`src/logic/rob_pkg.sv`:
```
// ----------------------------------------------------------
// Reorder buffer shared sizes
// ----------------------------------------------------------
package rob_pkg;

  // ----------------------------------------------------------
  // Machine width and buffer geometry
  // ----------------------------------------------------------

  // Instructions per bundle, lane 0 is the older one
  localparam int lanes = 2;

  // Entries in the circular buffer
  localparam int rob_size = 8;

  // Entry index width
  localparam int rob_idx_bits = 3;

  // Holds a count of 0 to rob_size
  // Also the pointer width, index plus one wrap bit
  localparam int count_bits = 4;

  // ----------------------------------------------------------
  // Payload widths
  // ----------------------------------------------------------

  // Architectural destination register number
  localparam int reg_bits = 5;

  // Result value
  localparam int data_bits = 32;

  // Branch target address
  localparam int addr_bits = 32;

  // Exception field and its clean value
  localparam int exc_bits = 2;
  localparam logic [exc_bits-1:0] no_error = 2'b00;

endpackage

```
`src/logic/dispatch_stage.sv`:
```
// ----------------------------------------------------------
// Dispatch stage
// ----------------------------------------------------------
`timescale 1ns/1ns

module dispatch_stage import rob_pkg::*; (
  input  logic                             clock,
  input  logic                             reset,
  input  logic [lanes-1:0]                 in_valid,
  input  logic [lanes-1:0][reg_bits-1:0]   in_dest,
  input  logic [lanes-1:0]                 in_is_branch,
  input  logic [lanes-1:0]                 in_pred_taken,
  output logic                             dispatch_stall,
  input  logic [count_bits-1:0]            free_slots,
  input  logic [lanes-1:0][rob_idx_bits-1:0] alloc_idxs,
  input  logic                             mispredict,
  output logic [lanes-1:0]                 alloc_valid,
  output logic [lanes-1:0][reg_bits-1:0]   alloc_dest,
  output logic [lanes-1:0]                 alloc_is_branch,
  output logic [lanes-1:0]                 alloc_pred_taken,
  output logic [lanes-1:0]                 issue_valid,
  output logic [lanes-1:0][rob_idx_bits-1:0] issue_idx
);

  // One-deep held bundle
  logic [lanes-1:0]               held_valid;
  logic [lanes-1:0][reg_bits-1:0] held_dest;
  logic [lanes-1:0]               held_is_branch;
  logic [lanes-1:0]               held_pred_taken;
  logic [count_bits-1:0]          held_cnt;
  logic                           fits;

  // Number of live lanes in the held bundle
  always_comb begin
    held_cnt = '0;
    for (int i = 0; i < lanes; i++) begin
      held_cnt = held_cnt + count_bits'(held_valid[i]);
    end
  end

  assign fits = (held_cnt <= free_slots);

  // Whole bundle goes or none of it and never during a redirect
  assign alloc_valid      = (fits && !mispredict) ? held_valid : '0;
  assign alloc_dest       = held_dest;
  assign alloc_is_branch  = held_is_branch;
  assign alloc_pred_taken = held_pred_taken;

  // Completion source learns the indices from here
  assign issue_valid = alloc_valid;
  assign issue_idx   = alloc_idxs;

  // Hold the source while the bundle waits for room or while redirecting
  assign dispatch_stall = mispredict || ((|held_valid) && !fits);

  always_ff @(posedge clock) begin
    if (reset) begin
      held_valid <= '0;
    end else if (mispredict) begin
      // Held bundle is younger than the branch
      held_valid <= '0;
    end else if (!dispatch_stall) begin
      held_valid <= in_valid;
    end
  end

  // Bundle payload
  always_ff @(posedge clock) begin
    if (!dispatch_stall) begin
      held_dest       <= in_dest;
      held_is_branch  <= in_is_branch;
      held_pred_taken <= in_pred_taken;
    end
  end

endmodule

```
`src/logic/rob.sv`:
```
// ----------------------------------------------------------
// Reorder buffer
// ----------------------------------------------------------
`timescale 1ns/1ns

module rob import rob_pkg::*; (
  input  logic                               clock,
  input  logic                               reset,
  input  logic [lanes-1:0]                   alloc_valid,
  input  logic [lanes-1:0][reg_bits-1:0]     alloc_dest,
  input  logic [lanes-1:0]                   alloc_is_branch,
  input  logic [lanes-1:0]                   alloc_pred_taken,
  output logic [lanes-1:0][rob_idx_bits-1:0] alloc_idxs,
  output logic [count_bits-1:0]              free_slots,
  input  logic [lanes-1:0]                   cpl_valid,
  input  logic [lanes-1:0][rob_idx_bits-1:0] cpl_idx,
  input  logic [lanes-1:0][data_bits-1:0]    cpl_value,
  input  logic [lanes-1:0]                   cpl_taken,
  input  logic [lanes-1:0][addr_bits-1:0]    cpl_target,
  output logic [lanes-1:0]                   head_valids,
  output logic [lanes-1:0][rob_idx_bits-1:0] head_idx,
  output logic [lanes-1:0][reg_bits-1:0]     head_dest,
  output logic [lanes-1:0][data_bits-1:0]    head_value,
  output logic [lanes-1:0]                   head_is_branch,
  output logic [lanes-1:0]                   head_mispred,
  output logic [lanes-1:0][addr_bits-1:0]    head_target,
  input  logic                               mispredict,
  input  logic [rob_idx_bits-1:0]            mispred_idx
);

  // ----------------------------------------------------------
  // Entry storage as one array per field
  // ----------------------------------------------------------
  logic [rob_size-1:0]  valid;
  logic [rob_size-1:0]  complete;
  logic [rob_size-1:0]  is_branch;
  logic [rob_size-1:0]  pred_taken;
  logic [rob_size-1:0]  taken;
  logic [reg_bits-1:0]  dest      [rob_size];
  logic [data_bits-1:0] value     [rob_size];
  logic [addr_bits-1:0] target    [rob_size];

  // Pointers carry a wrap bit so full and empty differ
  logic [count_bits-1:0]   head_ptr;
  logic [count_bits-1:0]   tail_ptr;
  logic [count_bits-1:0]   inflight;
  logic [count_bits-1:0]   alloc_cnt;
  logic [count_bits-1:0]   release_cnt;
  logic [rob_idx_bits-1:0] flush_idx;

  assign inflight   = tail_ptr - head_ptr;
  assign free_slots = count_bits'(rob_size) - inflight;

  // First entry younger than the mispredicted branch
  assign flush_idx = mispred_idx + 1'b1;

  // Tail slots compacted over the valid lanes
  always_comb begin
    logic [rob_idx_bits-1:0] slot;
    slot = tail_ptr[rob_idx_bits-1:0];
    alloc_cnt = '0;
    for (int i = 0; i < lanes; i++) begin
      alloc_idxs[i] = slot;
      slot = slot + rob_idx_bits'(alloc_valid[i]);
      alloc_cnt = alloc_cnt + count_bits'(alloc_valid[i]);
    end
  end

  // ----------------------------------------------------------
  // Head window and release prefix
  // ----------------------------------------------------------
  always_comb begin
    logic [rob_idx_bits-1:0] idx;
    logic                    prefix;
    prefix = 1'b1;
    release_cnt = '0;
    for (int i = 0; i < lanes; i++) begin
      idx = head_ptr[rob_idx_bits-1:0] + rob_idx_bits'(i);
      // Stops at the first entry outside the window or not yet done
      prefix = prefix && (count_bits'(i) < inflight) && valid[idx] && complete[idx];
      head_valids[i]    = prefix;
      head_idx[i]       = idx;
      head_dest[i]      = dest[idx];
      head_value[i]     = value[idx];
      head_is_branch[i] = is_branch[idx];
      head_mispred[i]   = (taken[idx] != pred_taken[idx]);
      head_target[i]    = target[idx];
      release_cnt = release_cnt + count_bits'(prefix);
    end
  end

  // ----------------------------------------------------------
  // Pointers and status bits
  // ----------------------------------------------------------
  always_ff @(posedge clock) begin
    if (reset) begin
      head_ptr <= '0;
      tail_ptr <= '0;
      valid    <= '0;
      complete <= '0;
    end else begin
      for (int i = 0; i < lanes; i++) begin
        if (head_valids[i]) begin
          valid[head_idx[i]]    <= 1'b0;
          complete[head_idx[i]] <= 1'b0;
        end
      end
      if (mispredict) begin
        // Truncate after the branch so the buffer ends up empty
        head_ptr <= count_bits'(flush_idx);
        tail_ptr <= count_bits'(flush_idx);
        valid    <= '0;
        complete <= '0;
      end else begin
        head_ptr <= head_ptr + release_cnt;
        tail_ptr <= tail_ptr + alloc_cnt;
        for (int i = 0; i < lanes; i++) begin
          if (alloc_valid[i]) begin
            valid[alloc_idxs[i]]    <= 1'b1;
            complete[alloc_idxs[i]] <= 1'b0;
          end
        end
      end
      // Completion always lands
      for (int i = 0; i < lanes; i++) begin
        if (cpl_valid[i]) begin
          complete[cpl_idx[i]] <= 1'b1;
        end
      end
    end
  end

  // Payload fields
  always_ff @(posedge clock) begin
    for (int i = 0; i < lanes; i++) begin
      if (alloc_valid[i] && !mispredict) begin
        dest[alloc_idxs[i]]       <= alloc_dest[i];
        is_branch[alloc_idxs[i]]  <= alloc_is_branch[i];
        pred_taken[alloc_idxs[i]] <= alloc_pred_taken[i];
        // Non-branches never show a mispredict
        taken[alloc_idxs[i]]      <= alloc_pred_taken[i];
      end
      if (cpl_valid[i]) begin
        value[cpl_idx[i]] <= cpl_value[i];
        if (is_branch[cpl_idx[i]]) begin
          taken[cpl_idx[i]]  <= cpl_taken[i];
          target[cpl_idx[i]] <= cpl_target[i];
        end
      end
    end
  end

  // ----------------------------------------------------------
  // Checks
  // ----------------------------------------------------------
  a_alloc_room: assert property (@(posedge clock) disable iff (reset)
    alloc_cnt <= free_slots)
    else $error("allocation of %0d exceeds free_slots %0d", alloc_cnt, free_slots);

  for (genvar g = 0; g < lanes; g++) begin : g_lane_checks
    a_cpl_live: assert property (@(posedge clock) disable iff (reset)
      cpl_valid[g] |-> valid[cpl_idx[g]])
      else $error("completion to idle entry %0d", cpl_idx[g]);
  end

endmodule

```
`src/logic/retire_stage.sv`:
```
// ----------------------------------------------------------
// Retire stage
// ----------------------------------------------------------
`timescale 1ns/1ns

module retire_stage import rob_pkg::*; (
  input  logic [lanes-1:0]                   head_valids,
  input  logic [lanes-1:0][rob_idx_bits-1:0] head_idx,
  input  logic [lanes-1:0][reg_bits-1:0]     head_dest,
  input  logic [lanes-1:0][data_bits-1:0]    head_value,
  input  logic [lanes-1:0]                   head_is_branch,
  input  logic [lanes-1:0]                   head_mispred,
  input  logic [lanes-1:0][addr_bits-1:0]    head_target,
  output logic [lanes-1:0]                   commit_valid,
  output logic [lanes-1:0][reg_bits-1:0]     commit_dest,
  output logic [lanes-1:0][data_bits-1:0]    commit_value,
  output logic                               mispredict,
  output logic [rob_idx_bits-1:0]            mispred_idx,
  output logic                               redirect_valid,
  output logic [addr_bits-1:0]               redirect_target
);

  // ----------------------------------------------------------
  // Oldest-first walk over the released lanes
  // ----------------------------------------------------------

  // Set once a mispredicted branch has been passed
  logic blocked;

  always_comb begin
    blocked         = 1'b0;
    commit_valid    = '0;
    mispredict      = 1'b0;
    mispred_idx     = '0;
    redirect_target = '0;
    for (int i = 0; i < lanes; i++) begin
      if (head_valids[i] && !blocked) begin
        // Branch itself commits
        commit_valid[i] = 1'b1;
        if (head_is_branch[i] && head_mispred[i]) begin
          blocked         = 1'b1;
          mispredict      = 1'b1;
          mispred_idx     = head_idx[i];
          redirect_target = head_target[i];
        end
      end
    end
  end

  // Payload passes straight through, commit_valid qualifies it
  assign commit_dest  = head_dest;
  assign commit_value = head_value;

  // Fetch redirect coincides with the flush
  assign redirect_valid = mispredict;

endmodule

```
`src/logic/rob_subsystem.sv`:
```
// ----------------------------------------------------------
// Commit subsystem top
// ----------------------------------------------------------
`timescale 1ns/1ns

module rob_subsystem import rob_pkg::*; (
  input  logic                               clock,
  input  logic                               reset,
  // Instruction source
  input  logic [lanes-1:0]                   in_valid,
  input  logic [lanes-1:0][reg_bits-1:0]     in_dest,
  input  logic [lanes-1:0]                   in_is_branch,
  input  logic [lanes-1:0]                   in_pred_taken,
  output logic                               dispatch_stall,
  output logic [lanes-1:0]                   issue_valid,
  output logic [lanes-1:0][rob_idx_bits-1:0] issue_idx,
  // Completion
  input  logic [lanes-1:0]                   cpl_valid,
  input  logic [lanes-1:0][rob_idx_bits-1:0] cpl_idx,
  input  logic [lanes-1:0][data_bits-1:0]    cpl_value,
  input  logic [lanes-1:0]                   cpl_taken,
  input  logic [lanes-1:0][addr_bits-1:0]    cpl_target,
  // Commit and redirect
  output logic [lanes-1:0]                   commit_valid,
  output logic [lanes-1:0][reg_bits-1:0]     commit_dest,
  output logic [lanes-1:0][data_bits-1:0]    commit_value,
  output logic                               redirect_valid,
  output logic [addr_bits-1:0]               redirect_target
);

  // Dispatch to buffer
  logic [lanes-1:0]                   alloc_valid;
  logic [lanes-1:0][reg_bits-1:0]     alloc_dest;
  logic [lanes-1:0]                   alloc_is_branch;
  logic [lanes-1:0]                   alloc_pred_taken;
  logic [lanes-1:0][rob_idx_bits-1:0] alloc_idxs;
  logic [count_bits-1:0]              free_slots;

  // Buffer head to retire
  logic [lanes-1:0]                   head_valids;
  logic [lanes-1:0][rob_idx_bits-1:0] head_idx;
  logic [lanes-1:0][reg_bits-1:0]     head_dest;
  logic [lanes-1:0][data_bits-1:0]    head_value;
  logic [lanes-1:0]                   head_is_branch;
  logic [lanes-1:0]                   head_mispred;
  logic [lanes-1:0][addr_bits-1:0]    head_target;

  // Flush back from retire
  logic                               mispredict;
  logic [rob_idx_bits-1:0]            mispred_idx;

  dispatch_stage u_dispatch (
    .clock, .reset,
    .in_valid, .in_dest, .in_is_branch, .in_pred_taken,
    .dispatch_stall,
    .free_slots, .alloc_idxs, .mispredict,
    .alloc_valid, .alloc_dest, .alloc_is_branch, .alloc_pred_taken,
    .issue_valid, .issue_idx
  );

  rob u_rob (
    .clock, .reset,
    .alloc_valid, .alloc_dest, .alloc_is_branch, .alloc_pred_taken,
    .alloc_idxs, .free_slots,
    .cpl_valid, .cpl_idx, .cpl_value, .cpl_taken, .cpl_target,
    .head_valids, .head_idx, .head_dest, .head_value,
    .head_is_branch, .head_mispred, .head_target,
    .mispredict, .mispred_idx
  );

  retire_stage u_retire (
    .head_valids, .head_idx, .head_dest, .head_value,
    .head_is_branch, .head_mispred, .head_target,
    .commit_valid, .commit_dest, .commit_value,
    .mispredict, .mispred_idx,
    .redirect_valid, .redirect_target
  );

endmodule

```
`config.mk`:
```
export PLATFORM = sky130hd
export DESIGN_NAME = rob_subsystem
export DESIGN_NICKNAME = d
export VERILOG_FILES = /design/src/logic/rob_pkg.sv /design/src/logic/dispatch_stage.sv /design/src/logic/rob.sv /design/src/logic/retire_stage.sv /design/src/logic/rob_subsystem.sv
export SDC_FILE = /design/constraint.sdc
export NUM_CORES = 1
export LEC_CHECK = 0
export ABC_AREA = 1
export BUFFER_PORTS_ARGS = -buffer_cell sky130_fd_sc_hd__buf_2
export CORE_UTILIZATION = 40
export DETAILED_ROUTE_END_ITERATION = 6
export PLACE_DENSITY_LB_ADDON = 0.12
export RECOVER_POWER = 25
export SETUP_SLACK_MARGIN = 0.2
export SYNTH_ARGS = -nofsm -noshare
export SYNTH_HDL_FRONTEND = slang
export SYNTH_HIERARCHICAL = 1
export SYNTH_SLANG_ARGS = --single-unit
```
`constraint.sdc`:
```
create_clock -name clock -period 8.9 [get_ports clock]
set_clock_uncertainty 0.15 [all_clocks]
set_input_delay 0 -clock clock [delete_from_list [all_inputs] [get_ports clock]]
set_output_delay 0 -clock clock [all_outputs]
set_load 0.02 [all_outputs]
```
==> impl_metrics.env <==
export IMPL_status="complete, but fails checks"
export IMPL_violations="DRC, capacitance limit, slew limit"
export IMPL_antenna_found_initial=11
export IMPL_finalNonFillerCells=5725
export IMPL_rsz0062_at_grt="no"
export IMPL_vdd_drop_max_mv=0.1475
export IMPL_rows=109
export IMPL_cts_resized=0
export IMPL_cts_tree="done"
export IMPL_insertion_delay_ns=0.62
export IMPL_synth_distinct_cells=47
export IMPL_crit_arrival_ns=7.72
export IMPL_die_area_sq_um=90660
export IMPL_timing_rr_end="u_rob/taken[3]"
export IMPL_grt_pass1_vias=30770
export IMPL_cp_endpoint="u_rob/taken[3]"
export IMPL_netSwitchingPower_w=0.003095
export IMPL_combinationalPowerShare_pct=26.7
export IMPL_fin_crit_sh_pct=82.16
export IMPL_port_buffers=273
export IMPL_p_int_w=0.005832
export IMPL_critPathRequiredTime_ns=9.30
export IMPL_chipWidth_um=301.1
export IMPL_worstSetupEndpointType="register"
export IMPL_setup_viol_count_final=0
export IMPL_cts_root_buf="clkbuf_16"
export IMPL_ant_nets=0
export IMPL_reg2reg_slack_ns=1.59
export IMPL_powerDensity_nw_per_um2=214.8
export IMPL_vias=33210
export IMPL_io_pins=274
export IMPL_grt_pass1_wl_um=208500
export IMPL_maxSlewHeadroom_pct=-177.2
export IMPL_drcViolationCount=19
export IMPL_hold_violations=0
export IMPL_min_path_type="primary input to register"
export IMPL_vias_per_cell=5.802
export IMPL_clk_path_buf_depth=3
export IMPL_crit_type="register to register"
export IMPL_period_minus_slack_ns=7.312
export IMPL_drive_gt1_share_pct=11.13
export IMPL_dp_hpwl_um=81200
export IMPL_drv_slew=606
export IMPL_clk_pin_slew_ns=0.06
export IMPL_area_delta_synth_final_pct=16.12
export IMPL_die_h_um=301.1
export IMPL_htree_levels=3
export IMPL_worstSetupStartpoint="u_rob/head_ptr[1]"
export IMPL_pwr_share_clk_pct=32.2
export IMPL_place_gp_congestion=0.9351
export IMPL_grt_overflow=0
export IMPL_syn_area_per_cell_sq_um=8.428
export IMPL_synth_seq_area_share_pct=50.29
export IMPL_yosysTopAreaCell="edfxtp_1"
export IMPL_yosys_area_top_type_share_pct=47.50
export IMPL_swShare_pct=34.67
export IMPL_r2r_cells=26
export IMPL_synth_area_sq_um=35780
export IMPL_synth_area_leaders="edfxtp_1 (47%), nand2_1 (12%), o21ai_0 (8.5%)"
export IMPL_synthesis_nets=4419
export IMPL_fmax_mhz=136.8
export IMPL_setup_tns_ns=0
export IMPL_p_leak_nw=16.89
export IMPL_grtUsageTotal_pct=31.47
export IMPL_startpoint_type="register"
export IMPL_fin_util_pct=46.95
export IMPL_share_seq_of_total_power_pct=41.1
export IMPL_rr_startpoint="u_rob/head_ptr[1]"
export IMPL_post_drt_wl_per_cell_um=25.48
export IMPL_nets=4676
export IMPL_worstHoldPathCells=4
export IMPL_crit_fanout=48
export IMPL_yosys_register_bits=616
export IMPL_fill_cells=8611
export IMPL_cts_sinks=616
export IMPL_dp_cells=5355
export IMPL_max_cap_violations=10
export IMPL_start_util_pct=40.43
export IMPL_worst_pin_slew_ns=4.157
export IMPL_drtIter0Drc=4434
export IMPL_syn_instance_count=4246
export IMPL_yosysWarnings=6
export IMPL_grt_max_degree=68
export IMPL_routed_wl_um=145900
export IMPL_cts_inserted_buffers=72
export IMPL_coreArea_sq_um=88510
export IMPL_dr_pass1_iters=7
## worst min-delay path by stage
stage | end | from | slack, ns
after floorplan | u_dispatch/alloc_dest[0] | in_dest[0] | -0.05
after global placement | u_dispatch/alloc_is_branch[1] | in_is_branch[1] | 0.03
after detailed placement | u_dispatch/alloc_dest[8] | in_dest[8] | 0.03
after CTS | u_rob/value[6][4] | cpl_value[4] | 0.05
after global routing | u_rob/value[7][0] | cpl_value[0] | 0.1
final | u_rob/value[6][21] | cpl_value[21] | 0.08
## state kept, by name, indices dropped and copies added, names as in the netlist
signal / flops
u_dispatch/held_valid: 2
u_dispatch/alloc_dest: 10
u_rob/valid: 8
u_rob/tail_ptr: 4
u_rob/taken: 8
u_rob/value: 256
u_dispatch/alloc_pred_taken: 2
u_rob/pred_taken: 8
u_rob/is_branch: 8
u_dispatch/alloc_is_branch: 2
u_rob/target: 256
u_rob/complete: 8
u_rob/head_ptr: 4
u_rob/dest: 40
## metal layers
layer	wire, um	global-route usage (%)
met1	59420	43.65
met2	65060	49.11
met3	15960	5.317
met4	5381	11.94
met5	49	0
## cells in the final DEF, fill, tap and decap left out, drive strengths merged, types with 4 or more instances in the layout
cell,count
o2111ai,14
a22o,25
dlygate4sd3,239
a221oi,102
a211oi,34
nand2,1174
o21ai,645
o2bb2ai,34
nand3,149
ha,14
nand4,77
a22oi,51
clkinv,30
a31oi,6
o211ai,7
inv,472
xor2,4
buf,322
dfxtp,50
a21oi,96
edfxtp,566
nor2,178
o22ai,136
diode,4
clkbuf,113
o2111a,4
## cell type report
| cell class | count | area (sq um) | area share (%) |
|---|---|---|---|
| Sequential cell | 616 | 18000 | 43.31 |
| Multi-Input combinational cell | 2760 | 13900 | 33.44 |
| Timing Repair Buffer | 575 | 4187 | 10.08 |
| Clock buffer | 99 | 1977 | 4.758 |
| Inverter | 478 | 1798 | 4.327 |
| Tap cell | 1165 | 1458 | 3.508 |
| Clock inverter | 28 | 229.0 | 0.5510 |
| Antenna cell | 4 | 10.01 | 0.02409 |
## worst max-delay path, cell delays in order (launching register included)
cell	delay, ns
dfxtp_1	0.73
nor2_2	0.19
nand2_4	0.79
inv_2	0.03
buf_4	0.37
nand2_1	0.13
o21ai_0	0.08
a21oi_1	0.15
nand3_1	0.12
xor2_1	0.18
nand3_2	0.07
buf_4	0.54
o21ai_1	0.15
buf_4	0.23
inv_1	0.13
nand2_1	0.08
nor2_1	0.24
ha_1	0.21
ha_1	0.23
xor2_4	0.13
nor2_1	0.30
nand3_1	0.48
nand3_1	0.24
dlygate4sd3_1	0.59
nand2_1	0.05
nand2_1	0.05
dlygate4sd3_1	0.56
## cells by family after synthesis
group	count (synthesis)	synth area share, %
buf+inv	870	11.45
flops	616	50.29
fa+ha+maj	17	0.6574
compound gates	1155	19.24
xor+xnor	4	0.1504
simple gates	1584	18.21
## cells in the mapped netlist (all sizes together)
master,count
a221oi,102
ha,14
fa,3
xor2,4
o22ai,136
buf,299
a22o,25
a32o,1
o211ai,7
nand2,1174
nand4,77
a211oi,34
or2,1
nor2,178
o2bb2ai,34
nand3b,1
clkinv,1
edfxtp,566
nor3,3
a21oi,96
nor4,1
inv,477
dfxtp,50
nand3,149
clkbuf,93
a31oi,6
a22oi,51
o21ai,645
o2111a,4
o2111ai,14
## metrics by stage
| step | cell area [sq um] | worst slack [ns] | hold slack, ns | total power (W) |
|---|---|---|---|---|
| after floorplan | 35780 | 4.393 | -0.05113 | 0.005268 |
| after global placement | 36990 | 2.688 | 0.02826 | 0.005926 |
| after detailed placement | 36990 | 2.497 | 0.02886 | 0.005940 |
| after CTS | 41590 | 1.874 | 0.05040 | 0.008888 |
| after global routing | 41550 | 1.232 | 0.09589 | 0.009249 |
| final | 41550 | 1.588 | 0.07891 | 0.008927 |
## power groups by stage
stage / Clock [W] / Sequential (W) / Combinational, W
2_1_floorplan: 0 / 0.00362 / 0.00164
3_3_place_gp: 0 / 0.00372 / 0.00221
3_5_place_dp: 0 / 0.00371 / 0.00223
4_1_cts: 0.00290 / 0.00366 / 0.00233
5_1_grt: 0.00300 / 0.00369 / 0.00256
6_report: 0.00287 / 0.00367 / 0.00239
## repair_timing
action	in CTS	in global routing
hold buffers	239	0
buffers inserted	0	0
endpoints found under the hold margin	550	0
(Power assumes the default switching activity.)
